File: src/design/obj_config.svh
`ifndef OBJ_CONFIG_SVH
`define OBJ_CONFIG_SVH

// Entries in the object table
`define OBJ_COUNT 64

// Table word address, four words per entry
`define OBJ_TBL_AW 8

// Graphics ROM address in 32-bit words
`define OBJ_ROM_AW 18

// Line buffer address, one half
`define OBJ_LINE_AW 9

// Object width in pixels
`define OBJ_WIDTH 16

`endif

File: src/design/obj_pkg.sv
// Object table entry, four 16-bit words
//   word 0: top line [15:8], height [7:0]
//           zero height ends the list
//   word 1: hflip [15], prio [14:13], pal [12:9], xpos [8:0]
//   word 2: ROM base address in 32-bit words
//   word 3: unused
// Each row of an object is two ROM words, pixel 0 in bits 31..28
package obj_pkg;

    // Attributes taken from word 1
    typedef struct packed {
        logic [1:0] prio;
        logic [3:0] pal;
        logic       hflip;
    } obj_attr_t;

    // One line buffer location
    // color 0 is transparent
    typedef struct packed {
        logic [1:0] prio;
        logic [3:0] pal;
        logic [3:0] color;
    } obj_pixel_t;

endpackage

File: src/design/obj_draw_if.sv
`include "obj_config.svh"

// Draw commands from scan stage to draw stage
interface obj_draw_if;
    // One-cycle strobe, fields valid with it
    logic                   start;
    // High from the cycle after start to the last pixel write
    logic                   busy;
    logic [`OBJ_LINE_AW-1:0] xpos;
    // Base plus row offset already applied
    logic [`OBJ_ROM_AW-1:0] rom_addr;
    obj_pkg::obj_attr_t     attr;

    modport scan (
        output start,
        output xpos,
        output rom_addr,
        output attr,
        input  busy
    );

    modport draw (
        input  start,
        input  xpos,
        input  rom_addr,
        input  attr,
        output busy
    );
endinterface

File: src/design/obj_scan.sv
`include "obj_config.svh"

module obj_scan (
    input  logic                   clk,
    input  logic                   rst_n,
    input  logic                   hstart,
    input  logic [8:0]             vrender,
    // Table read port
    output logic [`OBJ_TBL_AW-1:0] tbl_addr,
    input  logic [15:0]            tbl_dout,
    // Draw commands
    obj_draw_if.scan               dr
);

    localparam int EW = $clog2(`OBJ_COUNT);

    // W0..W2 present word addresses, data trails by one state
    typedef enum logic [2:0] {
        S_IDLE,
        S_W0,
        S_W1,
        S_W2,
        S_W3,
        S_ISSUE
    } state_t;

    state_t             state;
    logic [EW-1:0]      entry;
    logic [1:0]         word;
    logic               last_entry;
    logic [8:0]         vline;
    logic [8:0]         row;
    logic               visible;
    logic [7:0]         row_r;
    logic [`OBJ_LINE_AW-1:0] xpos_r;
    obj_pkg::obj_attr_t attr_r;
    logic [`OBJ_ROM_AW-1:0] rom_addr_r;

    // Word index follows the state
    always_comb begin
        case (state)
            S_W1:    word = 2'd1;
            S_W2:    word = 2'd2;
            default: word = 2'd0;
        endcase
    end

    assign tbl_addr   = {entry, word};
    assign last_entry = entry == EW'(`OBJ_COUNT - 1);

    // Row inside the object, wraps high when line is above top
    assign row     = vline - {1'b0, tbl_dout[15:8]};
    assign visible = row < {1'b0, tbl_dout[7:0]};

    always_ff @(posedge clk) begin
        if (!rst_n) begin
            state <= S_IDLE;
            entry <= '0;
        end else if (hstart) begin
            // New line, unfinished work is dropped
            state <= S_W0;
            entry <= '0;
        end else begin
            case (state)
                S_W0: state <= S_W1;
                S_W1: begin
                    // Word 0 on tbl_dout here
                    if (tbl_dout[7:0] == 8'd0) begin
                        state <= S_IDLE;
                    end else if (visible) begin
                        state <= S_W2;
                    end else if (last_entry) begin
                        state <= S_IDLE;
                    end else begin
                        entry <= entry + 1'b1;
                        state <= S_W0;
                    end
                end
                S_W2: state <= S_W3;
                S_W3: state <= S_ISSUE;
                S_ISSUE: begin
                    // Hold until draw stage is free
                    if (!dr.busy) begin
                        if (last_entry) begin
                            state <= S_IDLE;
                        end else begin
                            entry <= entry + 1'b1;
                            state <= S_W0;
                        end
                    end
                end
                default: state <= S_IDLE;
            endcase
        end
    end

    // Command fields
    always_ff @(posedge clk) begin
        // Line to render, fixed for the whole walk
        if (hstart) begin
            vline <= vrender;
        end
        if (state == S_W1) begin
            row_r <= row[7:0];
        end
        // Word 1 fields
        if (state == S_W2) begin
            xpos_r       <= tbl_dout[`OBJ_LINE_AW-1:0];
            attr_r.pal   <= tbl_dout[12:9];
            attr_r.prio  <= tbl_dout[14:13];
            attr_r.hflip <= tbl_dout[15];
        end
        // Word 2 base plus two words per row
        if (state == S_W3) begin
            rom_addr_r <= `OBJ_ROM_AW'(tbl_dout) + `OBJ_ROM_AW'({row_r, 1'b0});
        end
    end

    // Never issue on hstart, the buffer halves swap that cycle
    assign dr.start    = (state == S_ISSUE) && !dr.busy && !hstart;
    assign dr.xpos     = xpos_r;
    assign dr.attr     = attr_r;
    assign dr.rom_addr = rom_addr_r;

endmodule

File: src/flat_wrapper.sv
// flat-port wrapper written by rule: the top's interface ports become plain ports
module obj_scan_flat 
  (clk, rst_n, hstart, vrender, tbl_addr, tbl_dout, dr_start, dr_xpos, dr_rom_addr, dr_attr, dr_busy);
  obj_draw_if dr_i ();
  input  logic clk;
  input  logic rst_n;
  input  logic hstart;
  input  logic [8:0] vrender;
  output logic [`OBJ_TBL_AW-1:0] tbl_addr;
  input  logic [15:0] tbl_dout;
  output wire logic [$bits(dr_i.start)-1:0] dr_start;
  output wire logic [$bits(dr_i.xpos)-1:0] dr_xpos;
  output wire logic [$bits(dr_i.rom_addr)-1:0] dr_rom_addr;
  output wire logic [$bits(dr_i.attr)-1:0] dr_attr;
  input wire logic [$bits(dr_i.busy)-1:0] dr_busy;
  assign dr_start = dr_i.start;
  assign dr_xpos = dr_i.xpos;
  assign dr_rom_addr = dr_i.rom_addr;
  assign dr_attr = dr_i.attr;
  assign dr_i.busy = dr_busy;
  obj_scan u_core (.clk(clk), .rst_n(rst_n), .hstart(hstart), .vrender(vrender), .tbl_addr(tbl_addr), .tbl_dout(tbl_dout), .dr(dr_i));
endmodule
File: config.mk
export PLATFORM = sky130hd
export DESIGN_NAME = obj_scan_flat
export DESIGN_NICKNAME = d
export VERILOG_FILES = /design/src/design/obj_pkg.sv /design/src/design/obj_draw_if.sv /design/src/design/obj_scan.sv /design/src/flat_wrapper.sv
export VERILOG_INCLUDE_DIRS = /design/src /design/src/design
export SDC_FILE = /design/constraint.sdc
export NUM_CORES = 1
export LEC_CHECK = 0
export BUFFER_PORTS_ARGS = -buffer_cell sky130_fd_sc_hd__buf_2
export CAP_MARGIN = 20
export CORE_MARGIN = 1
export CORE_UTILIZATION = 28
export DETAILED_ROUTE_END_ITERATION = 6
export REMOVE_ABC_BUFFERS = 1
export SLEW_MARGIN = 20
export SYNTH_ARGS = -nofsm -noshare
export SYNTH_HDL_FRONTEND = slang
export SYNTH_SLANG_ARGS = --single-unit
File: constraint.sdc
create_clock -name clk -period 3 [get_ports clk]
set_input_delay 0.45 -clock clk [delete_from_list [all_inputs] [get_ports clk]]
set_output_delay 0.45 -clock clk [all_outputs]
set_load 0.02 [all_outputs]
# Yosys cells after proc, flatten, opt, wreduce, memory -nomap -nowiden
# Cells that the tools add are included.
# Widths: inputs -> output; s select.
[word_totals]
ff_bits = 60
latch_bits = 0
mem_bits_rw = 0
mem_bits_ro = 0
input_bits = 29
output_inout_bits = 43
word_cells = 45
memories = 0
[op_classes]
addsub = 3
n_mul = 0
n_div = 0
n_lt_le_gt_ge = 1
n_eq_ne = 10
shift = 0
mux = 12
n_bitwise = 1
n_reduce_logical = 8
[op_table]
columns = ["op", "n"]
rows = [
  ["$mux 6", 4],
  ["$add 16x9->17", 1],
  ["$pmux 3 s5", 1],
  ["$pmux 6 s2", 1],
  ["$lt 9x8->1", 1],
  ["$mux 3", 3],
  ["$sub 9x8->9", 1],
  ["$logic_not 8->1", 1],
  ["$add 6x1->6 const B", 1],
  ["$eq 3x2->1 const B", 2],
  ["$eq 3x3->1 const B", 2],
  ["$eq 6x6->1 const B", 1],
  ["$ne 2x2->1 const B", 3],
  ["$pmux 2 s2", 1],
  ["$reduce_and 4->1", 1],
  ["$eq 3x1->1 const B", 1],
  ["$ne 3x3->1 const B", 1],
  ["$logic_and 1x1->1", 2],
  ["$logic_not 1->1", 2],
  ["$mux 1", 2],
  ["$reduce_bool 2->1", 1],
  ["$reduce_or 2->1", 1],
  ["$not 1->1", 1],
]

# Depth between registers and ports, before layout
# Gate-level depths: netlist of the first run.
[depth]
ltp_word = 6
mapped_depth = 15
ltp_nobuf = 14

# Least setup slack after synthesis of the first run
# No wires, ideal clock.
[synth_path]
path_type = "in2reg"
start = "in tbl_dout[9]"
end = "reg u_core.entry[4]"
setup_time_ns = 0.124
arrival_ns = 2.953
required_time_ns = 2.876
setup_slack_ns = -0.077
stages = 15
path_buffers = 1
cell_sequence = "inv_1 -> ha_1 -> nor2b_1 -> o21ai_0 -> a21boi_0 -> o21ai_0 -> nor2b_1 -> xnor2_1 -> ha_1 -> o21a_1 -> o21a_1 -> a221oi_2 -> buf_6 -> or3_1 -> a21oi_1"
[synth_between]
elab_chain_cells = 4
[synth_rtl]
columns = ["item", "line_no", "text"]
rows = [
  ["start, declared", "flat_wrapper.sv:10", "input logic [15:0] tbl_dout;"],
  ["$sub 9x8->9", "obj_scan.sv:52", "assign row = vline - {1'b0, tbl_dout[15:8]};"],
  ["via u_core.row[5]", "obj_scan.sv:32", "logic [8:0] row;"],
  ["$lt 9x8->1", "obj_scan.sv:53", "assign visible = row < {1'b0, tbl_dout[7:0]};"],
  ["$ne 2x2->1 (no line)", "-", ""],
  ["$reduce_and 4->1 (no line)", "-", ""],
  ["end signal, assigned", "obj_scan.sv:75", "entry <= entry + 1'b1;"],
  ["end signal, assigned", "obj_scan.sv:87", "entry <= entry + 1'b1;"],
  ["end, declared", "obj_scan.sv:28", "logic [EW-1:0] entry;"],
]
# The timed path passes the listed nets, and every way through them passes these cells.
# A chain may end at the register's enable or synchronous reset.

# Worst setup path in the final report of the first run
[layout_path]
start = "reg u_core.vline[0]"
end = "reg u_core.entry[2]"
[layout_between]
elab_chain_cells = 4
[layout_rtl]
columns = ["item", "line_no", "text"]
rows = [
  ["start, declared", "obj_scan.sv:31", "logic [8:0] vline;"],
  ["start signal, assigned", "obj_scan.sv:101", "vline <= vrender;"],
  ["$sub 9x8->9", "obj_scan.sv:52", ""],
  ["via u_core.row[6]", "obj_scan.sv:32", ""],
  ["$lt 9x8->1", "obj_scan.sv:53", ""],
  ["$ne 2x2->1 (no line)", "-", ""],
  ["$reduce_and 4->1 (no line)", "-", ""],
]
# The timed path passes the listed nets, and every way through them passes these cells.

==> metrics, run 1 <==
DP HPWL 5170 µm; min Tclk post-route 3.13 ns; outcome finished with violations; # fillers 1087; placed inst area 0.00377 mm²; slowest cell on the critical path or4_4; drt wl/cell 13.2 µm; Setup TNS -0.653 ns; worst clock skew 0.00650 ns; crit-path cells inv_2 > ha_4 > inv_2 > fa_2 > a211o_1 > a21oi_2 > o21bai_1 > xor2_1 > ha_1 > o21a_1 > o21a_1 > a221oi_4 > buf_12 > or4_4 > a21oi_1; Critical Path Sink Type flop; first-pass GRT wire length 10500 µm; Post-Route WL 6730 µm; cell area after synthesis 0.00311 mm²; WS Path Type reg -> reg; DR top layer met4; Starting Density 28.6%; Req. time, crit path 3.27 ns; GR Util All Layers 12.2%; DRC Markers 0; Starting DRT DRC Count 57; sequential fraction of the synthesis area 54.1%; final worst slack -0.135 ns; Gate power share 16.9%; Avg Inst Size Synth 11.8 µm²; most frequent cells in the layout buf_2 (70), edfxtp_1 (50), inv_1 (24); I/O pin count 72; Main synth FF type edfxtp_1; Syn Inst Count 263; via-per-instance ratio 4.58; switching power total 0.515 mW; width of the chip 107 µm; metal3 WL 421 µm; initial antenna violation count 0; relative slew slack 42.5%; Hold WC Path Type in -> reg; Finished Layout Cells 511; asr flop ratio synth 0%; internal power 1.55 mW; clock power share 38.3%; worst-path fanout max 9; Leakage Power 1.72 nW; Area contributors post-synth edfxtp_1 (48%), ha_1 (9.7%), dfxtp_1 (5.8%), inv_1 (3.1%), xnor2_1 (3.1%); DR vias 2341; Post-synth EDFFs 50; routed length on met2 3190 µm; Syn-to-layout area delta 31.6%; clk root buf clkbuf_8; max cap viols 0; H-tree lvl count 3; die area 0.0115 mm²; max-slew violations 0; largest stage delay on the critical path 0.46 ns; RSZ-0062 raised after global routing true; Core ar. 0.0108 mm²; f_max 0.319 GHz; CTS tree yes; worst slew pin tran 0.862 ns; largest net degree at the start of global routing 18; CTS max path bufs 2; antenna-violating nets left 0; vias in the first global route 2253; TritonCTS Sinks 59; Critical Path Start Type flop; Yosys top cell area share 48.3%; I/O Buffers 70; placed cell count 491; PD cells 505 mW/mm²; endpoints failing setup 8; Final nets 421; sequential power share 44.8%; failing checks negative setup slack; worst-skew pair later-pin latency 0.34 ns; Die Y 107 µm; n_diodes 0; final hold violation count 0; standard-cell rows 38; layout cell share with drive strength beyond 1 34.2%; commonest non-fill, non-tap cell in the layout buf_2; Initial DRT Pass Iterations 4; met1 WL 3020 µm; sw frac 25.0%; synth warn 0; CP arrival 3.41 ns; top cell type by total area after synthesis edfxtp_1; count of cell types in the netlist 45; GRT Residual Overflow 0; peak supply drop 211 µV; gpl congestion 0.780; synthesized flop and latch total 59; fin crit share 104%; fin area 0.00409 mm²; CTS Buf Count 9; clk slew on worst S/H paths 0.06 ns
-- cells in the mapped netlist, drive strengths merged, types with 3 or more instances --
cell / n
edfxtp: 50
inv: 26
ha: 24
a21oi: 19
nand2: 13
o21ai: 13
xnor2: 11
nor2: 10
dfxtp: 9
and3: 6
nand3: 6
nor2b: 6
a211oi: 5
nor3: 5
or3: 5
nand2b: 4
o21a: 4
a21o: 3
mux2i: 3
o211ai: 3
o21bai: 3
o31ai: 3
xor2: 3
-- kinds of logic (layout without fill, tap and decap cells) --
kind of cell             Yosys count  count (layout)  synth area share [%]
AO/OA/AOI/OAI                     65              65                  14.6
AND/OR/NAND/NOR                   65              65                  11.2
flip-flops                        59              59                  54.1
buffers and inverters             30             138                  3.99
adder cells (fa/ha/maj)           26              26                  11.0
XOR/XNOR                          14              14                  3.95
multiplexers                       3               3                 0.967
other                              1               1                 0.121
-- metal layers --
metal	vias up	global-route usage, %
li1	1181	-
met1	1083	14.7
met2	68	20.5
met3	9	3.63
met4	0	4.70
met5	-	0
-- metrics by stage --
step	hold WS (ns)	utilization, %	setup WS (ns)	power (mW)
2_1_floorplan	0.513	-	-0.227	1.14
6_report	0.283	37.7	-0.135	2.06
3_3_place_gp	0.480	34.8	-0.279	1.26
5_1_grt	0.267	37.7	-0.286	2.16
4_1_cts	0.264	37.5	-0.125	2.08
3_5_place_dp	0.486	34.8	-0.359	1.26
-- path summary, 6_finish.rpt --
kind,startpoint,cells after the start,endpoint,slack [ns]
worst max-delay path,u_core.vline[0],15,u_core.entry[2],-0.13
worst min-delay path,vrender[4],1,u_core.vline[4],0.28
worst max register to register,u_core.vline[0],15,u_core.entry[2],-0.13
worst min register to register,u_core.entry[5],2,u_core.entry[5],0.51
-- critical path, delay by kind of cell, from the launching register on --
kind                       cells  cell delay [ns]
and+or+nand+nor                1             0.46
DFF                            1             0.39
buffers and inverters          3             0.30
AOI/OAI and AO/OA              7             0.97
xor gates and xnor gates       1             0.16
adders and majority gates      3             0.78
-- flip-flops by register name, indices dropped and copies added, names as in the netlist --
name	count
u_core.dr.xpos	9
u_core.dr.attr	7
u_core.state	3
u_core.vline	9
u_core.row_r	8
u_core.dr.rom_addr	17
u_core.entry	6
-- layout make-up --
class                      count  area, µm²  share of cell area (%)
clock buffer                   9        124                    3.03
clock inverter                 7       92.6                    2.27
inverter                      26       97.6                    2.39
multi-input combinational    174       1350                    33.0
sequential                    59       1680                    41.2
tap                          140        175                    4.29
timing repair buffer          96        566                    13.8
-- what timing repair did --
| item | in CTS | in global routing |
|---|---|---|
| buffers inserted | 4 | 1 |
| gates resized for setup | 12 | 6 |
| hold buffers | 0 | 0 |
| endpoints found under the setup margin | 8 | 8 |
| pin swaps | 4 | 3 |
-- power groups by stage --
stage	Combinational (mW)	Clock [mW]	Sequential, mW
2_1_floorplan	0.199	0	0.940
3_3_place_gp	0.314	0	0.942
3_5_place_dp	0.321	0	0.942
4_1_cts	0.343	0.812	0.924
5_1_grt	0.390	0.840	0.925
6_report	0.349	0.791	0.924
No activity file was read; power rests on OpenSTA's default activity.
==> run 2, diff against run 1 <==
==> constraint.sdc (replaced) <==
create_clock -name clk -period 2.8 [get_ports clk]
set_input_delay 0.42 -clock clk [delete_from_list [all_inputs] [get_ports clk]]
set_output_delay 0.42 -clock clk [all_outputs]
set_load 0.02 [all_outputs]
==> run 2 against run 1 <==
Compared with the run above:
- largest power group unchanged
- worst setup slack got worse by 0.14 ns
- utilization rose by 0.24 points
- the run still ends with negative setup slack left
- clock power fell by 15%
- critical path type unchanged
==> metrics, run 2 (synthesis results as in run 1) <==
outcome finished with violations; failing checks negative setup slack; CTS Hold Buffers Added 0; fin util 37.9%; Setup TNS -1.66 ns; CP arrival 3.33 ns; clk root buf clkbuf_8; GRT Residual Overflow 0; Initial DRT Pass Iterations 4; via-per-instance ratio 4.64; worst-skew pair later-pin latency 0.34 ns; min Tclk post-route 3.07 ns; fin crit share 110%; Critical Path Sink Type flop; peak supply drop 178 µV; H-tree lvl count 3; Starting Density 28.6%; I/O Buffers 70; f_max 0.326 GHz; Syn-to-layout area delta 32.4%; clk slew on worst S/H paths 0.07 ns; RSZ-0062 raised after global routing true; Critical Path Start Type flop; worst-path fanout max 10; max-slew violations 0; Req. time, crit path 3.06 ns; worst r2r dst u_core.entry[0]; PD cells 501 mW/mm²; DRC Markers 0; Reg2Reg Launch Point u_core.vline[0]; Core ar. 0.0108 mm²; largest stage delay on the critical path 0.38 ns; final worst slack -0.270 ns; Starting DRT DRC Count 71; gpl congestion 0.778; largest net degree at the start of global routing 18; Critical Path End u_core.entry[0]; vias in the first global route 2328; commonest non-fill, non-tap cell in the layout buf_2; Final nets 430; antenna-violating nets left 0; WS Path Type reg -> reg; initial antenna violation count 0; slowest cell on the critical path edfxtp_1; CTS tree yes; DR vias 2414; worst setup path start u_core.vline[0]; most frequent cells in the layout buf_2 (70), edfxtp_1 (50), buf_4 (33); CTS max path bufs 2; relative slew slack 43.2%; crit-path cells inv_2 > ha_4 > inv_2 > fa_2 > a211o_1 > a21oi_1 > o21bai_1 > xor2_1 > ha_1 > o21a_1 > o21a_1 > a221oi_4 > buf_12 > buf_4 > or3_1 > a21oi_1; I/O pin count 72; Leakage Power 1.75 nW; kind of cell adding the most delay to the critical path compound AO/OA/AOI/OAI gates; die area 0.0115 mm²; WP buf/inv 4; max cap viols 0; Worst R2R Setup Slack -0.27 ns; Worst R2R Path Depth 16; final hold violation count 0; Crit path depth 16; first-pass GRT wire length 10900 µm; Largest register FFs 17; endpoints failing setup 8; Hold WC Path Type in -> reg; standard-cell rows 38; Post-Route WL 7060 µm; TritonCTS Sinks 59; Die Y 107 µm; CTS Buf Count 9; worst clock skew 0.0119 ns; DP HPWL 5400 µm; width of the chip 107 µm; n_diodes 0; GR Util All Layers 12.5%; layout cell share with drive strength beyond 1 35.8%; drt wl/cell 13.6 µm; worst slew pin tran 0.851 ns
## run 2: repair_timing
| item | in CTS | in global routing |
|---|---|---|
| endpoints found under the setup margin | 8 | 8 |
| hold endpoints to repair | 0 | 0 |
| gates resized for setup | 10 | 7 |
| pin swaps | 4 | 1 |
| buffers inserted | 5 | 1 |
## run 2: metrics by stage
stage | instance area, µm² | std cells | power [mW] | worst slack [ns] | hold WS, ns
after floorplan | 3080 | 259 | 1.22 | -0.397 | 0.513
after global placement | 3830 | 499 | 1.36 | -0.446 | 0.481
after detailed placement | 3830 | 499 | 1.37 | -0.545 | 0.493
after CTS | 4080 | 519 | 2.07 | -0.296 | 0.243
after global routing | 4110 | 520 | 2.16 | -0.444 | 0.246
final | 4110 | 520 | 2.06 | -0.270 | 0.259
## run 2: worst register-to-register path, stage by stage (launching register included)
cell	delay (ns)
edfxtp_1	0.38
inv_2	0.10
ha_4	0.13
inv_2	0.03
fa_2	0.33
a211o_1	0.28
a21oi_1	0.13
o21bai_1	0.08
xor2_1	0.16
ha_1	0.30
o21a_1	0.12
o21a_1	0.15
a221oi_4	0.08
buf_12	0.15
buf_4	0.13
or3_1	0.33
a21oi_1	0.13
## run 2: cell type report
class | instances | area [µm²]
fillers | 1090 | 6730
flip-flops and latches | 59 | 1680
multi-input cells | 174 | 1360
repair buffers | 105 | 629
well taps | 140 | 175
clock buffers | 9 | 124
inverters | 26 | 97.6
clock inverters | 7 | 45.0
## run 2: worst min-delay path by stage
stage                                 end       startpoint  slack [ns]  cells after the start
global placement          u_core.entry[5]  u_core.entry[5]        0.48                      2
detailed placement        u_core.entry[5]  u_core.entry[5]        0.49                      2
global route              u_core.vline[8]       vrender[8]        0.25                      1
CTS                       u_core.vline[8]       vrender[8]        0.24                      1
floorplan           u_core.dr.rom_addr[1]  u_core.row_r[0]        0.51                      1
finish                    u_core.vline[8]       vrender[8]        0.26                      1
## run 2: where the power goes
| group | switching, mW | leakage, nW | internal, mW | total (mW) |
|---|---|---|---|---|
| registers | 0.00928 | 0.527 | 0.980 | 0.990 |
| clock network | 0.359 | 0.0787 | 0.315 | 0.674 |
| logic | 0.201 | 1.14 | 0.194 | 0.395 |
## run 2: layer usage
layer / vias to the layer above / track usage (%) / part of all wire (%)
met2: 65 / 20.9 / 48
met1: 1135 / 15.7 / 46
met4: 0 / 5.97 / 1.9
li1: 1201 / - / -
met5: - / 0 / 0
met3: 13 / 2.24 / 3.9
