`src/design/obj_config.svh`:
```
`ifndef OBJ_CONFIG_SVH
`define OBJ_CONFIG_SVH

// Entries in the object table
`define OBJ_COUNT 64

// Table word address, four words per entry
`define OBJ_TBL_AW 8

// Graphics ROM address in 32-bit words
`define OBJ_ROM_AW 18

// Line buffer address, one half
`define OBJ_LINE_AW 9

// Object width in pixels
`define OBJ_WIDTH 16

`endif

```
`src/design/obj_pkg.sv`:
```
// Object table entry, four 16-bit words
//   word 0: top line [15:8], height [7:0]
//           zero height ends the list
//   word 1: hflip [15], prio [14:13], pal [12:9], xpos [8:0]
//   word 2: ROM base address in 32-bit words
//   word 3: unused
// Each row of an object is two ROM words, pixel 0 in bits 31..28
package obj_pkg;

    // Attributes taken from word 1
    typedef struct packed {
        logic [1:0] prio;
        logic [3:0] pal;
        logic       hflip;
    } obj_attr_t;

    // One line buffer location
    // color 0 is transparent
    typedef struct packed {
        logic [1:0] prio;
        logic [3:0] pal;
        logic [3:0] color;
    } obj_pixel_t;

endpackage

```
`src/design/obj_draw_if.sv`:
```
`include "obj_config.svh"

// Draw commands from scan stage to draw stage
interface obj_draw_if;
    // One-cycle strobe, fields valid with it
    logic                   start;
    // High from the cycle after start to the last pixel write
    logic                   busy;
    logic [`OBJ_LINE_AW-1:0] xpos;
    // Base plus row offset already applied
    logic [`OBJ_ROM_AW-1:0] rom_addr;
    obj_pkg::obj_attr_t     attr;

    modport scan (
        output start,
        output xpos,
        output rom_addr,
        output attr,
        input  busy
    );

    modport draw (
        input  start,
        input  xpos,
        input  rom_addr,
        input  attr,
        output busy
    );
endinterface

```
`src/design/obj_draw.sv`:
```
`include "obj_config.svh"

module obj_draw (
    input  logic                    clk,
    input  logic                    rst_n,
    // Commands from scan
    obj_draw_if.draw                dr,
    // Graphics ROM
    output logic                    rom_cs,
    output logic [`OBJ_ROM_AW-1:0]  rom_addr,
    input  logic                    rom_ok,
    input  logic [31:0]             rom_data,
    // Line buffer write port
    output logic                    buf_we,
    output logic [`OBJ_LINE_AW-1:0] buf_addr,
    output obj_pkg::obj_pixel_t     buf_data
);

    localparam int CW = $clog2(`OBJ_WIDTH);
    localparam int GW = 4 * `OBJ_WIDTH;

    // GAP drops rom_cs for a cycle between the two fetches
    typedef enum logic [1:0] {
        D_IDLE,
        D_FETCH,
        D_GAP,
        D_WRITE
    } state_t;

    state_t                  state;
    // Which of the two words is being fetched
    logic                    wsel;
    logic [CW-1:0]           cnt;
    logic [`OBJ_LINE_AW-1:0] xpos_r;
    logic [`OBJ_ROM_AW-1:0]  addr_r;
    obj_pkg::obj_attr_t      attr_r;
    // Both words, first fetched in the upper half
    logic [GW-1:0]           gfx;
    logic [3:0]              color;
    logic [CW-1:0]           offs;

    always_ff @(posedge clk) begin
        if (!rst_n) begin
            state <= D_IDLE;
            wsel  <= 1'b0;
            cnt   <= '0;
        end else begin
            case (state)
                D_IDLE: begin
                    if (dr.start) begin
                        state <= D_FETCH;
                        wsel  <= 1'b0;
                    end
                end
                D_FETCH: begin
                    // Address held until the ROM answers
                    if (rom_ok) begin
                        if (wsel) begin
                            state <= D_WRITE;
                            cnt   <= '0;
                        end else begin
                            state <= D_GAP;
                            wsel  <= 1'b1;
                        end
                    end
                end
                D_GAP: state <= D_FETCH;
                D_WRITE: begin
                    // One pixel per cycle
                    cnt <= cnt + 1'b1;
                    if (cnt == CW'(`OBJ_WIDTH - 1)) begin
                        state <= D_IDLE;
                    end
                end
                default: state <= D_IDLE;
            endcase
        end
    end

    always_ff @(posedge clk) begin
        // Latch command on accept
        if (state == D_IDLE && dr.start) begin
            xpos_r <= dr.xpos;
            addr_r <= dr.rom_addr;
            attr_r <= dr.attr;
        end
        if (state == D_FETCH && rom_ok) begin
            gfx <= {gfx[GW-33:0], rom_data};
        end
    end

    assign dr.busy  = state != D_IDLE;
    assign rom_cs   = state == D_FETCH;
    assign rom_addr = addr_r + `OBJ_ROM_AW'(wsel);

    // Pixel 0 is the top nibble of the first word
    assign color = gfx[GW - 1 - 4 * cnt -: 4];
    // Mirror about the object when flipped
    assign offs  = attr_r.hflip ? ~cnt : cnt;

    // Transparent pixels leave the buffer alone
    assign buf_we         = (state == D_WRITE) && (color != 4'd0);
    // Wraps at the end of the line
    assign buf_addr       = xpos_r + `OBJ_LINE_AW'(offs);
    assign buf_data.prio  = attr_r.prio;
    assign buf_data.pal   = attr_r.pal;
    assign buf_data.color = color;

endmodule

```
`src/flat_wrapper.sv`:
```
// flat-port wrapper written by rule: the top's interface ports become plain ports
module obj_draw_flat 
  (clk, rst_n, rom_cs, rom_addr, rom_ok, rom_data, buf_we, buf_addr, buf_data, dr_start, dr_xpos, dr_rom_addr, dr_attr, dr_busy);
  obj_draw_if dr_i ();
  input  logic clk;
  input  logic rst_n;
  output logic rom_cs;
  output logic [`OBJ_ROM_AW-1:0] rom_addr;
  input  logic rom_ok;
  input  logic [31:0] rom_data;
  output logic buf_we;
  output logic [`OBJ_LINE_AW-1:0] buf_addr;
  output obj_pkg::obj_pixel_t buf_data;
  input wire logic [$bits(dr_i.start)-1:0] dr_start;
  input wire logic [$bits(dr_i.xpos)-1:0] dr_xpos;
  input wire logic [$bits(dr_i.rom_addr)-1:0] dr_rom_addr;
  input wire logic [$bits(dr_i.attr)-1:0] dr_attr;
  output wire logic [$bits(dr_i.busy)-1:0] dr_busy;
  assign dr_i.start = dr_start;
  assign dr_i.xpos = dr_xpos;
  assign dr_i.rom_addr = dr_rom_addr;
  assign dr_i.attr = dr_attr;
  assign dr_busy = dr_i.busy;
  obj_draw u_core (.clk(clk), .rst_n(rst_n), .dr(dr_i), .rom_cs(rom_cs), .rom_addr(rom_addr), .rom_ok(rom_ok), .rom_data(rom_data), .buf_we(buf_we), .buf_addr(buf_addr), .buf_data(buf_data));
endmodule
```
`config.mk`:
```
export PLATFORM = sky130hd
export DESIGN_NAME = obj_draw_flat
export DESIGN_NICKNAME = d
export VERILOG_FILES = /design/src/design/obj_pkg.sv /design/src/design/obj_draw_if.sv /design/src/design/obj_draw.sv /design/src/flat_wrapper.sv
export VERILOG_INCLUDE_DIRS = /design/src /design/src/design
export SDC_FILE = /design/constraint.sdc
export NUM_CORES = 1
export LEC_CHECK = 0
export ABC_AREA = 0
export BUFFER_PORTS_ARGS = -buffer_cell sky130_fd_sc_hd__buf_2
export CORE_ASPECT_RATIO = 1.5
export CORE_MARGIN = 4
export CORE_UTILIZATION = 40
export DETAILED_ROUTE_END_ITERATION = 6
export PLACE_DENSITY_LB_ADDON = 0.08
export RECOVER_POWER = 25
export SLEW_MARGIN = 10
export SYNTH_ARGS = -nofsm -noshare
export SYNTH_HDL_FRONTEND = slang
export SYNTH_SLANG_ARGS = --single-unit
```
`constraint.sdc`:
```
create_clock -name clk -period 3.4 [get_ports clk]
set_input_delay 0.17 -clock clk [delete_from_list [all_inputs] [get_ports clk]]
set_output_delay 0.17 -clock clk [all_outputs]
set_load 0.1 [all_outputs]
```
# [Word-level counts from Yosys, hierarchy flattened]
# Index checks and enable logic that the tools add are counted.
[word_totals] reg_bits=105 out_inout_bits=40 wordCells=46
[classes] add_sub_neg=4 n_eq_ne=8 shifts=1 n_mux=12 bitwise_logic=1 reduce_logical=11
[op_table] op="$shiftx 67x33->4" count=1
[op_table] op="$add 18x1->18" count=1
[op_table] op="$mux 4" count=3
[op_table] op="$add 9x4->9" count=1
[op_table] op="$reduce_and 3->1" count=3
[op_table] op="$pmux 2 s4" count=1
[op_table] op="$pmux 4 s2" count=1
[op_table] op="$sub 6x6->7 const A" count=1
[op_table] op="$mux 2" count=3
[op_table] op="$ne 2x1->1 const B" count=3
[op_table] op="$reduce_bool 2->1" count=3
[op_table] op="$add 4x1->4 const B" count=1
[op_table] op="$eq 2x2->1 const B" count=2
[op_table] op="$eq 4x4->1 const B" count=1
[op_table] op="$not 4->4" count=1
[op_table] op="$reduce_bool 4->1" count=1
[op_table] op="$logic_and 1x1->1" count=3
[op_table] op="$mux 1" count=3
[op_table] op="$eq 2x1->1 const B" count=1
[op_table] op="$logic_not 2->1" count=1
[op_table] op="$ne 2x2->1 const B" count=1
[op_table] op="$pmux 1 s2" count=1

# [Longest topological paths before layout]
# Gate-level depths: netlist of run 1.
[depth] ltp_word=4 mapped_depth=9

# [Least setup slack after synthesis of run 1]
# Ideal clock, no wire load.
[synth_path] path_kind="reg2reg" from="reg u_core.state[1]" to="reg u_core.gfx[0] (enable)" setup_ps=418 t_arrival_ps=3279 required_ps=2982 path_slack_ps=-298 path_stages_with_launch=4 path_buffers=0 synth_period_minus_slack_ps=3698 path_cell_list="dfxtp_1 > nor2b_1 > nand2_1 > inv_1"
[synth_via] elab_chain_len=2
[synth_rtl] element="start: declaration" line_no="obj_draw.sv:30" source="state_t state;"
[synth_rtl] element="start signal: assignment" line_no="obj_draw.sv:44" source="state <= D_IDLE;"
[synth_rtl] element="start signal: assignment" line_no="obj_draw.sv:51" source="state <= D_FETCH;"
[synth_rtl] element="start signal: assignment" line_no="obj_draw.sv:59" source="state <= D_WRITE;"
[synth_rtl] element="$eq 2x1->1"
[synth_rtl] element="net rom_cs" line_no="flat_wrapper.sv:7" source="output logic rom_cs;"
[synth_rtl] element="$logic_and 1x1->1" line_no="obj_draw.sv:87" source="if (state == D_FETCH && rom_ok) begin"
[synth_rtl] element="end signal: assignment" line_no="obj_draw.sv:88" source="gfx <= {gfx[GW-33:0], rom_data};"
[synth_rtl] element="end: declaration" line_no="obj_draw.sv:38" source="logic [GW-1:0] gfx;"
# The timed path passes the listed nets, and every way through them passes these cells.
# A chain may end at the register's enable or synchronous reset.

# [Worst setup path in the final report of run 1]
[layout_path] from="reg u_core.cnt[0]" to="out buf_we"
[layout_via] elab_chain_len=4
[layout_rtl] element="start: declaration" line_no="obj_draw.sv:33" source="logic [CW-1:0] cnt;"
[layout_rtl] element="start signal: assignment" line_no="obj_draw.sv:70" source="cnt <= cnt + 1'b1;"
[layout_rtl] element="$sub 6x6->7" line_no="obj_draw.sv:97" source="assign color = gfx[GW - 1 - 4 * cnt -: 4];"
[layout_rtl] element="$shiftx 67x33->4" line_no="obj_draw.sv:97"
[layout_rtl] element="$reduce_bool 4->1" line_no="obj_draw.sv:102" source="assign buf_we = (state == D_WRITE) && (color != 4'd0);"
[layout_rtl] element="$logic_and 1x1->1" line_no="obj_draw.sv:102"
[layout_rtl] element="end: declaration" line_no="flat_wrapper.sv:11" source="output logic buf_we;"
# No other way between the ends.

==> results of run 1 <==
## cells in the final DEF (no fill, tap or decap), drive strengths merged, types with 2 or more instances in the layout
cell type,count
edfxtp,98
a22oi,5
buf,112
dfxtp,7
nor3,2
a21oi,2
mux4,16
xnor2,19
ha,8
bufinv,2
nand4,3
inv,9
and3,5
nor2b,4
dlygate4sd3,44
clkbuf,10
xor2,9
o21ai,3
o211ai,2
nand2,14
nor2,14
nand3,21
clkinv,2
## state kept, by name, indices dropped and copies added (netlist names)
| name | count |
|---|---|
| u_core.gfx | 64 |
| u_core.attr_r | 1 |
| u_core.wsel | 1 |
| u_core.cnt | 4 |
| u_core.buf_data | 6 |
| u_core.xpos_r | 9 |
| u_core.state | 2 |
| u_core.addr_r | 18 |
## kinds of logic (layout without fill, tap and decap cells)
family	Yosys count	after routing	synth area share (%)
buffers and inverters	21	180	2.57
AOI/OAI and AO/OA	20	20	3.23
muxes	17	17	8.45
xor gates and xnor gates	28	28	5.60
adders and majority gates	9	9	2.74
DFF	105	105	70.4
and+or+nand+nor	65	65	7.03
## per-layer routing
layer,share of wire (%),vias up,GRT usage [%]
met3,6.2,8,3.54
met4,1.3,0,4.97
met5,0,-,0
li1,-,1313,-
met1,35,1307,14.4
met2,57,77,26.6
## timing repair
action / CTS / global route
resized for setup: 0 / 0
endpoints found under the hold margin: 40 / 4
hold buffers: 40 / 4
setup buffers: 0 / 0
## cell type report
type | count | area, sq um
clock buffers | 10 | 229
fillers | 876 | 4750
flip-flops and latches | 105 | 3080
multi-input cells | 139 | 1220
inverters | 8 | 30.0
clock inverters | 6 | 90.1
well taps | 144 | 180
repair buffers | 156 | 1070
## final timing paths
check	startpoint	to	slack, ns
worst max-delay path	u_core.cnt[0]	buf_we	0.53
worst max register to register	u_core.state[0]	u_core.addr_r[17]	1.53
worst min register to register	u_core.gfx[20]	u_core.gfx[52]	0.44
worst min-delay path	rom_data[28]	u_core.gfx[28]	0.009
## synthesized netlist by cell type, types with 2 or more instances
cell	n
xor2_1	9
buf_4	6
nor2_1	14
nor2b_1	4
inv_1	8
and3_1	5
nand3_1	21
nand2_1	14
buf_2	3
mux4_2	16
dfxtp_1	7
clkbuf_1	3
edfxtp_1	98
a21oi_1	2
xnor2_1	19
o21ai_0	3
nor3_1	2
ha_1	8
a22oi_1	5
o211ai_1	2
nand4_1	3
## critical path, cell delays in order (launching register included)
cell and delay, ns:
dfxtp_1 0.34, buf_4 0.34, mux4_2 0.57, a22oi_1 0.24, nand3_1 0.13, o41a_1 0.44, buf_2 0.31
## where the power goes
part	internal [mW]	leakage [nW]	switching (mW)	total, mW
clock	0.648	0.153	0.443	1.09
combinational	0.158	1.10	0.416	0.575
sequential	1.49	0.969	0.0358	1.52
## through the flow
stage | cell area, sq um | cells | hold WS (ns) | util, %
2_1_floorplan | 4410 | 265 | 0.269 | -
3_3_place_gp | 5140 | 508 | 0.347 | 48.2
3_5_place_dp | 5140 | 508 | 0.348 | 48.2
4_1_cts | 5860 | 564 | 0.000184 | 55.0
5_1_grt | 5900 | 568 | 0.000278 | 55.4
6_report | 5900 | 568 | 0.00939 | 55.4
==> run summary, run 1 <==
Clock-pin slew was measured on the worst setup and hold paths at 0.06 ns. Subtracting the final worst setup slack from the clock period gives 2.87 ns. The run finished with clean final reports.

Compared with the post-synthesis result, the final layout area differs by 34.6%. In this run the tightest slew margin relative to its limit is 38.0%. At the end of routability-driven placement, the weighted congestion stood at 0.726. By area the synthesized netlist is led by edfxtp_1 67%, mux4_2 8.2%, xnor2_1 3.8%.

Before antenna repair, the detailed router went through 4 iterations. The number of antenna diodes in the final layout is 0. The tools report the count of yosys warnings during synthesis as 0. Entering global routing, the biggest net connects 65 pins. In the final timing run, aggregate negative setup slack is 0 ns.

The total number of clock tree sinks was 105; the placeable core region was 10600 sq um. Setup repair after global routing left no endpoint under its margin. The number of cells on the worst reg-to-reg path is 2. The first routing iteration left 86 violations.

The worst setup path is launched from a flip-flop. The number of buffers between clock root and the deepest sink came out at 2. The final count of pins violating max slew came out at 0.

The setup slack at placement is 0.846 ns, and the post-route clock period utilization is 84.5%. The number of clock buffers added by TritonCTS is 9. The net count after synthesis is 344, and the mean routed wirelength per cell is 15.0 um.

For this run, the total global-route usage over all layers was measured as 13.9%. The die is 136 um tall. The cell sitting at the root of the clock tree is a clkbuf_16.

The tools report the number of max-cap violations as 0. Across the VDD grid, the largest voltage drop is 0.390 mV. Once the floorplan was initialized, standard cells occupied 41.1% of the core. The tools report the area of the die as 12700 sq um.

In this run the static leakage power is 2.22 nW. In this run the biggest area consumer among cell types represents 67.2% of the synthesized area. The number of H-tree branching levels is 3. The mean number of vias per cell is 4.76. Count of state elements after synthesis: 105.

The run gives 0 as the setup violation total in the final timing report. At the later pin of the worst-skew pair, clock insertion delay measures 0.34 ns. Number of global-route vias before repair: 2971. TritonCTS built the clock tree. The sum of net half-perimeters after detailed placement was 6.03 mm; the number of nets in the layout was 498. The synthesized netlist cell count is 265, and the critical-path maximum fanout is 20.

The power per cell area is 541 nW/um^2, and the synthesized area is 4380 sq um. The completed layout was analyzed and its total power is 3.19 mW. 110 I/O pins were placed. In the routed design, unresolved DRC markers number 0. The share of the Yosys chip area taken by registers is 70.4%. The count of port buffers added during placement was 109; the count of endpoints failing hold in the final timing report was 0. The distinct cell type count of the synthesized netlist is 34, and the share of cells above drive strength 1 is 35.4%.

Data on the critical path is required at its endpoint by 3.23 ns. The cell type with the largest total area after synthesis is edfxtp_1. For this run, the leading register cell type out of synthesis is edfxtp_1.

The total congestion overflow after global routing is 0, and the mean instance size in the synthesized netlist is 16.5 sq um. The worst min-delay path category was in2reg. The slew at the pin closest to its max-slew limit is 0.928 ns, and the number of cells on the worst hold path is 1. The worst setup path is of the reg2out kind.

In the post-route analysis, the smallest setup slack over all paths is 0.526 ns. For the worst setup path, the data arrival time is 2.70 ns. The worst setup path is captured at a primary output.

The run gives 2705 as the number of vias in the routed layout. The number of nets with antenna violations after routing is 0, and the initial antenna violation count is 0. After synthesis, the share of flip-flops with an asynchronous set or reset is 0%. The fmax was 348 MHz; the global-route wire length before repair was 13.8 mm. The die width came out at 93.4 um. Summed over all layers, the routed wires come to 8.50 mm. Yosys mapped a number of flops with a built-in enable equal to 98. Post-route clock skew: 0.00673 ns. The tools report the number of placement rows as 46.
No activity file was read; power rests on OpenSTA's default activity.
==> run 2: changes to the inputs <==
Settings changed: ABC_AREA 0 to 1.
Clock period 3.4 ns to 2.8 ns, I/O delays scaled along.
==> run 2 against run 1 <==
Synthesized cell count up 58%. Critical endpoint is now buf_addr[6]. Core utilization grew 2.3 points. Highest routed layer unchanged. Largest power group unchanged. Critical path type unchanged. Global-route usage up 0.65 points. Combinational power grew 58%.
==> run summary, run 2 <==
After layout, the minimum clock period comes to 2.72 ns. The leakage power summed over all cells was 2.82 nW (was 2.22 nW). The run gives 41 (was 65) as the maximum number of pins on one net before global-route repair. The number of buffers between clock root and the deepest sink is 2 (unchanged). Synthesized area: 4780 sq um (was 4380 sq um).

The fraction of synthesis flops using an asynchronous set or reset pin works out to 0% (unchanged). The run gives 667 (was 508) as the total placed cells including tap cells. After layout, the worst path uses 97.1% of the clock period. The initial antenna violation count came out at 0 (unchanged). The number of synthesized flops with an enable pin is 98 (unchanged), and the count of yosys warnings during synthesis is 0 (unchanged). The logs give 0 (unchanged) for the total congestion overflow after global routing and 48 (was 46) for the number of placement rows.

The slew at the pin closest to its max-slew limit came out at 0.510 ns (was 0.928 ns). The root buffer cell was clkbuf_16 (unchanged). The total wire length after detailed routing is 9.77 mm (was 8.50 mm), and the DRC violation count after routing is 0 (unchanged). For the area of the die, the log shows 13800 sq um (was 12700 sq um).

The count of TritonRoute iterations in the first routing pass is 4 (unchanged), and the total I/O pin count is 110 (unchanged). The number of cells on the worst hold path was 3 (was 1). Commonest cells in the synthesized netlist: 102 x nand2_1, 98 x edfxtp_1, 49 x inv_1 (was 98 x edfxtp_1, 21 x nand3_1, 19 x xnor2_1).

Startpoint of the tightest hold check path: dr_start (was rom_data[28]). Critical path data arrival time: 2.58 ns (was 2.70 ns). For the effective utilization at floorplan, the log shows 41.2% (was 41.1%). TritonCTS built the clock tree. Commonest cells after routing, fill and taps aside: 101 x nand2_1, 100 x buf_2, 98 x edfxtp_1 (was 106 x buf_2, 98 x edfxtp_1, 44 x dlygate4sd3_1). The mean instance size in the synthesized netlist was 11.4 sq um (was 16.5 sq um); the count of port buffers added during placement was 109 (unchanged).

The layout filler cell count was 981 (was 876); the global-route usage over all layers was 14.6% (was 13.9%). The proportion of netlist area held by the largest area contributor is 61.6% (was 67.2%), and the final count of pins violating max slew is 0 (unchanged). The count of state elements after synthesis is 105 (unchanged), and the number of design-rule violations left by the first detailed-router iteration is 159 (was 86).

The mean routed wirelength per cell came out at 13.0 um (was 15.0 um). The worst min-delay path category is in2reg (unchanged). The clock latency at the later pin of the worst-skew pair was 0.34 ns (about the same).

The final weighted congestion in routability-driven placement is 0.833 (was 0.726). Most common library cell in the layout ignoring fill and taps: nand2_1 (was buf_2). The number of max-cap violations was 0 (unchanged). The post-route clock skew came out at 0.00526 ns (was 0.00673 ns). For the number of nets with antenna violations after routing, the log shows 0 (unchanged). The power per cell area came out at 596 nW/um^2 (was 541 nW/um^2).

The tools report the sequential-to-total area share from yosys stat as 64.5% (was 70.4%). For this run, the top clock speed supported by timing is 368 MHz. The cell type with the largest total area after synthesis is edfxtp_1 (unchanged). The tools report the number of buffers created by CTS as 9 (unchanged).

The number of cells in the finished layout apart from fillers is 753 (was 568), and the count of endpoints failing hold in the final timing report is 0 (unchanged). For the number of vias in the routed layout, the log shows 3442 (was 2705). The tools report the placeable core region as 11600 sq um (was 10600 sq um).

The mean number of vias per cell works out to 4.57 (was 4.76). The critical-path maximum fanout works out to 4 (was 20). Top cells by area in the synthesized netlist: edfxtp_1 62%, nand2_1 8.0%, nand3_1 4.3% (was edfxtp_1 67%, mux4_2 8.2%, xnor2_1 3.8%). The number of global-route vias before repair is 3473 (was 2971).

Path type of the worst setup path: reg2out (unchanged). The flow ran to the end, and the final reports show no timing, DRC or antenna violations. The tools report the worst hold slack as 0.105 ns (was 0.00939 ns). Most flop-heavy register: u_core.gfx (unchanged). Nature of the critical path endpoint: a primary output (unchanged). The logs give 0 (unchanged) for the setup violation total in the final timing report and 66.2% (was 38.0%) for the relative slew slack. The worst setup slack for register-to-register paths was 1.20 ns (was 1.53 ns); the die boundary height was 142 um (was 136 um).

The run gives 677 (was 498) as the number of nets in the layout. The global-route wire length before repair was 16.1 mm (was 13.8 mm). Setup repair after global routing could not meet its margin everywhere. The flip-flop count of the largest register, all copies and words added came out at 64 (unchanged). The synthesized netlist cell count was 419 (was 265). For the critical path data required time, the log shows 2.66 ns (was 3.23 ns). The CTS clock-pin slew for the worst setup and hold paths came out at 0.06 ns (about the same).

The die width was 97.3 um (was 93.4 um). The start of the worst register-to-register path is u_core.state[0] (unchanged). The tools report the total number of clock tree sinks as 105 (unchanged).

The type of origin of the critical path is a flip-flop (unchanged). The sum of net half-perimeters after detailed placement was 6.67 mm (was 6.03 mm); the number of H-tree branching levels was 3 (unchanged). The number of diodes was 0 (unchanged). Registers with the highest flip-flop counts: u_core.gfx x64, u_core.addr_r x18, u_core.xpos_r x9 (unchanged).

The terminating pin of the worst hold path was u_core.state[0] (was u_core.gfx[28]). The most numerous cell in the Yosys netlist was nand2_1 (was edfxtp_1). Top flip-flop cell by instance count after synthesis: edfxtp_1 (unchanged).

The area added between synthesis and finish was 39.9% (was 34.6%). The distinct cell type count of the synthesized netlist is 33 (was 34), and the peak ir drop on the vdd network is 0.309 mV (was 0.390 mV). The endpoint of the worst register-to-register path was u_core.attr_r[0] (was u_core.addr_r[17]). The end-of-flow core utilization was 57.7% (was 55.4%); the worst-case reg-to-reg path depth was 4 (was 2).

The share of cells above drive strength 1 was 27.9% (was 35.4%). For the net count after synthesis, the log shows 498 (was 344).
run 2: how the worst max path moves through the flow:
stage	from	to	cells after the start	slack (ns)
floorplan	u_core.cnt[1]	buf_addr[7]	10	-0.06
detailed placement	u_core.attr_r[0]	buf_addr[8]	9	0.21
finish	u_core.attr_r[0]	buf_addr[6]	10	0.08
global placement	u_core.attr_r[0]	buf_addr[8]	9	0.28
CTS	u_core.attr_r[0]	buf_addr[8]	10	-0.0004
global route	u_core.attr_r[0]	buf_addr[7]	10	-0.04
run 2: cells by family after synthesis:
| group | share of synthesized area, % |
|---|---|
| buffers and inverters | 7.20 |
| DFF | 64.5 |
| AOI/OAI and AO/OA | 2.70 |
| and+or+nand+nor | 18.2 |
| adders and majority gates | 2.51 |
| xor gates and xnor gates | 4.95 |
run 2: final cells by class:
class | instances | area (sq um) | area share (%)
inverters | 52 | 200 | 2.99
repair buffers | 186 | 1420 | 21.3
clock buffers | 10 | 229 | 3.42
well taps | 150 | 188 | 2.81
multi-input cells | 244 | 1510 | 22.5
clock inverters | 6 | 58.8 | 0.879
flip-flops and latches | 105 | 3080 | 46.1
run 2: where the power goes:
group          leakage (nW)  internal, mW  switching [mW]
combinational          1.71         0.282           0.629
clock                 0.138         0.687           0.522
sequential            0.969          1.82          0.0486
run 2: repair_timing:
action,in CTS,in global routing
pin swaps,1,5
resized for setup,3,7
hold buffers,66,0
endpoints found under the hold margin,66,0
setup endpoints to repair,3,3
setup buffers,1,3
run 2: worst max-delay path, stage by stage, from the launching register on:
cell and delay [ns]:
edfxtp_1 0.47, xor2_1 0.20, ha_2 0.22, inv_2 0.04, fa_2 0.38, o211ai_1 0.19
buf_4 0.16, nand2_4 0.06, nor2_4 0.15, xor2_4 0.17, buf_12 0.19
run 2: through the flow:
step	setup slack, ns	area (sq um)	TNS, ns	total power [mW]
global placement	0.277	5680	0	2.72
finish	0.0812	6690	0	3.99
floorplan	-0.0589	4900	-0.0661	2.51
CTS	-0.000436	6640	-0.000436	4.02
detailed placement	0.208	5680	0	2.73
global route	-0.0369	6690	-0.0626	4.16
run 2: metal layers:
layer	track usage, %	share of wire (%)
met1	16.9	40
met2	25.9	53
met3	3.20	4.7
met4	6.49	2.5
met5	0	0
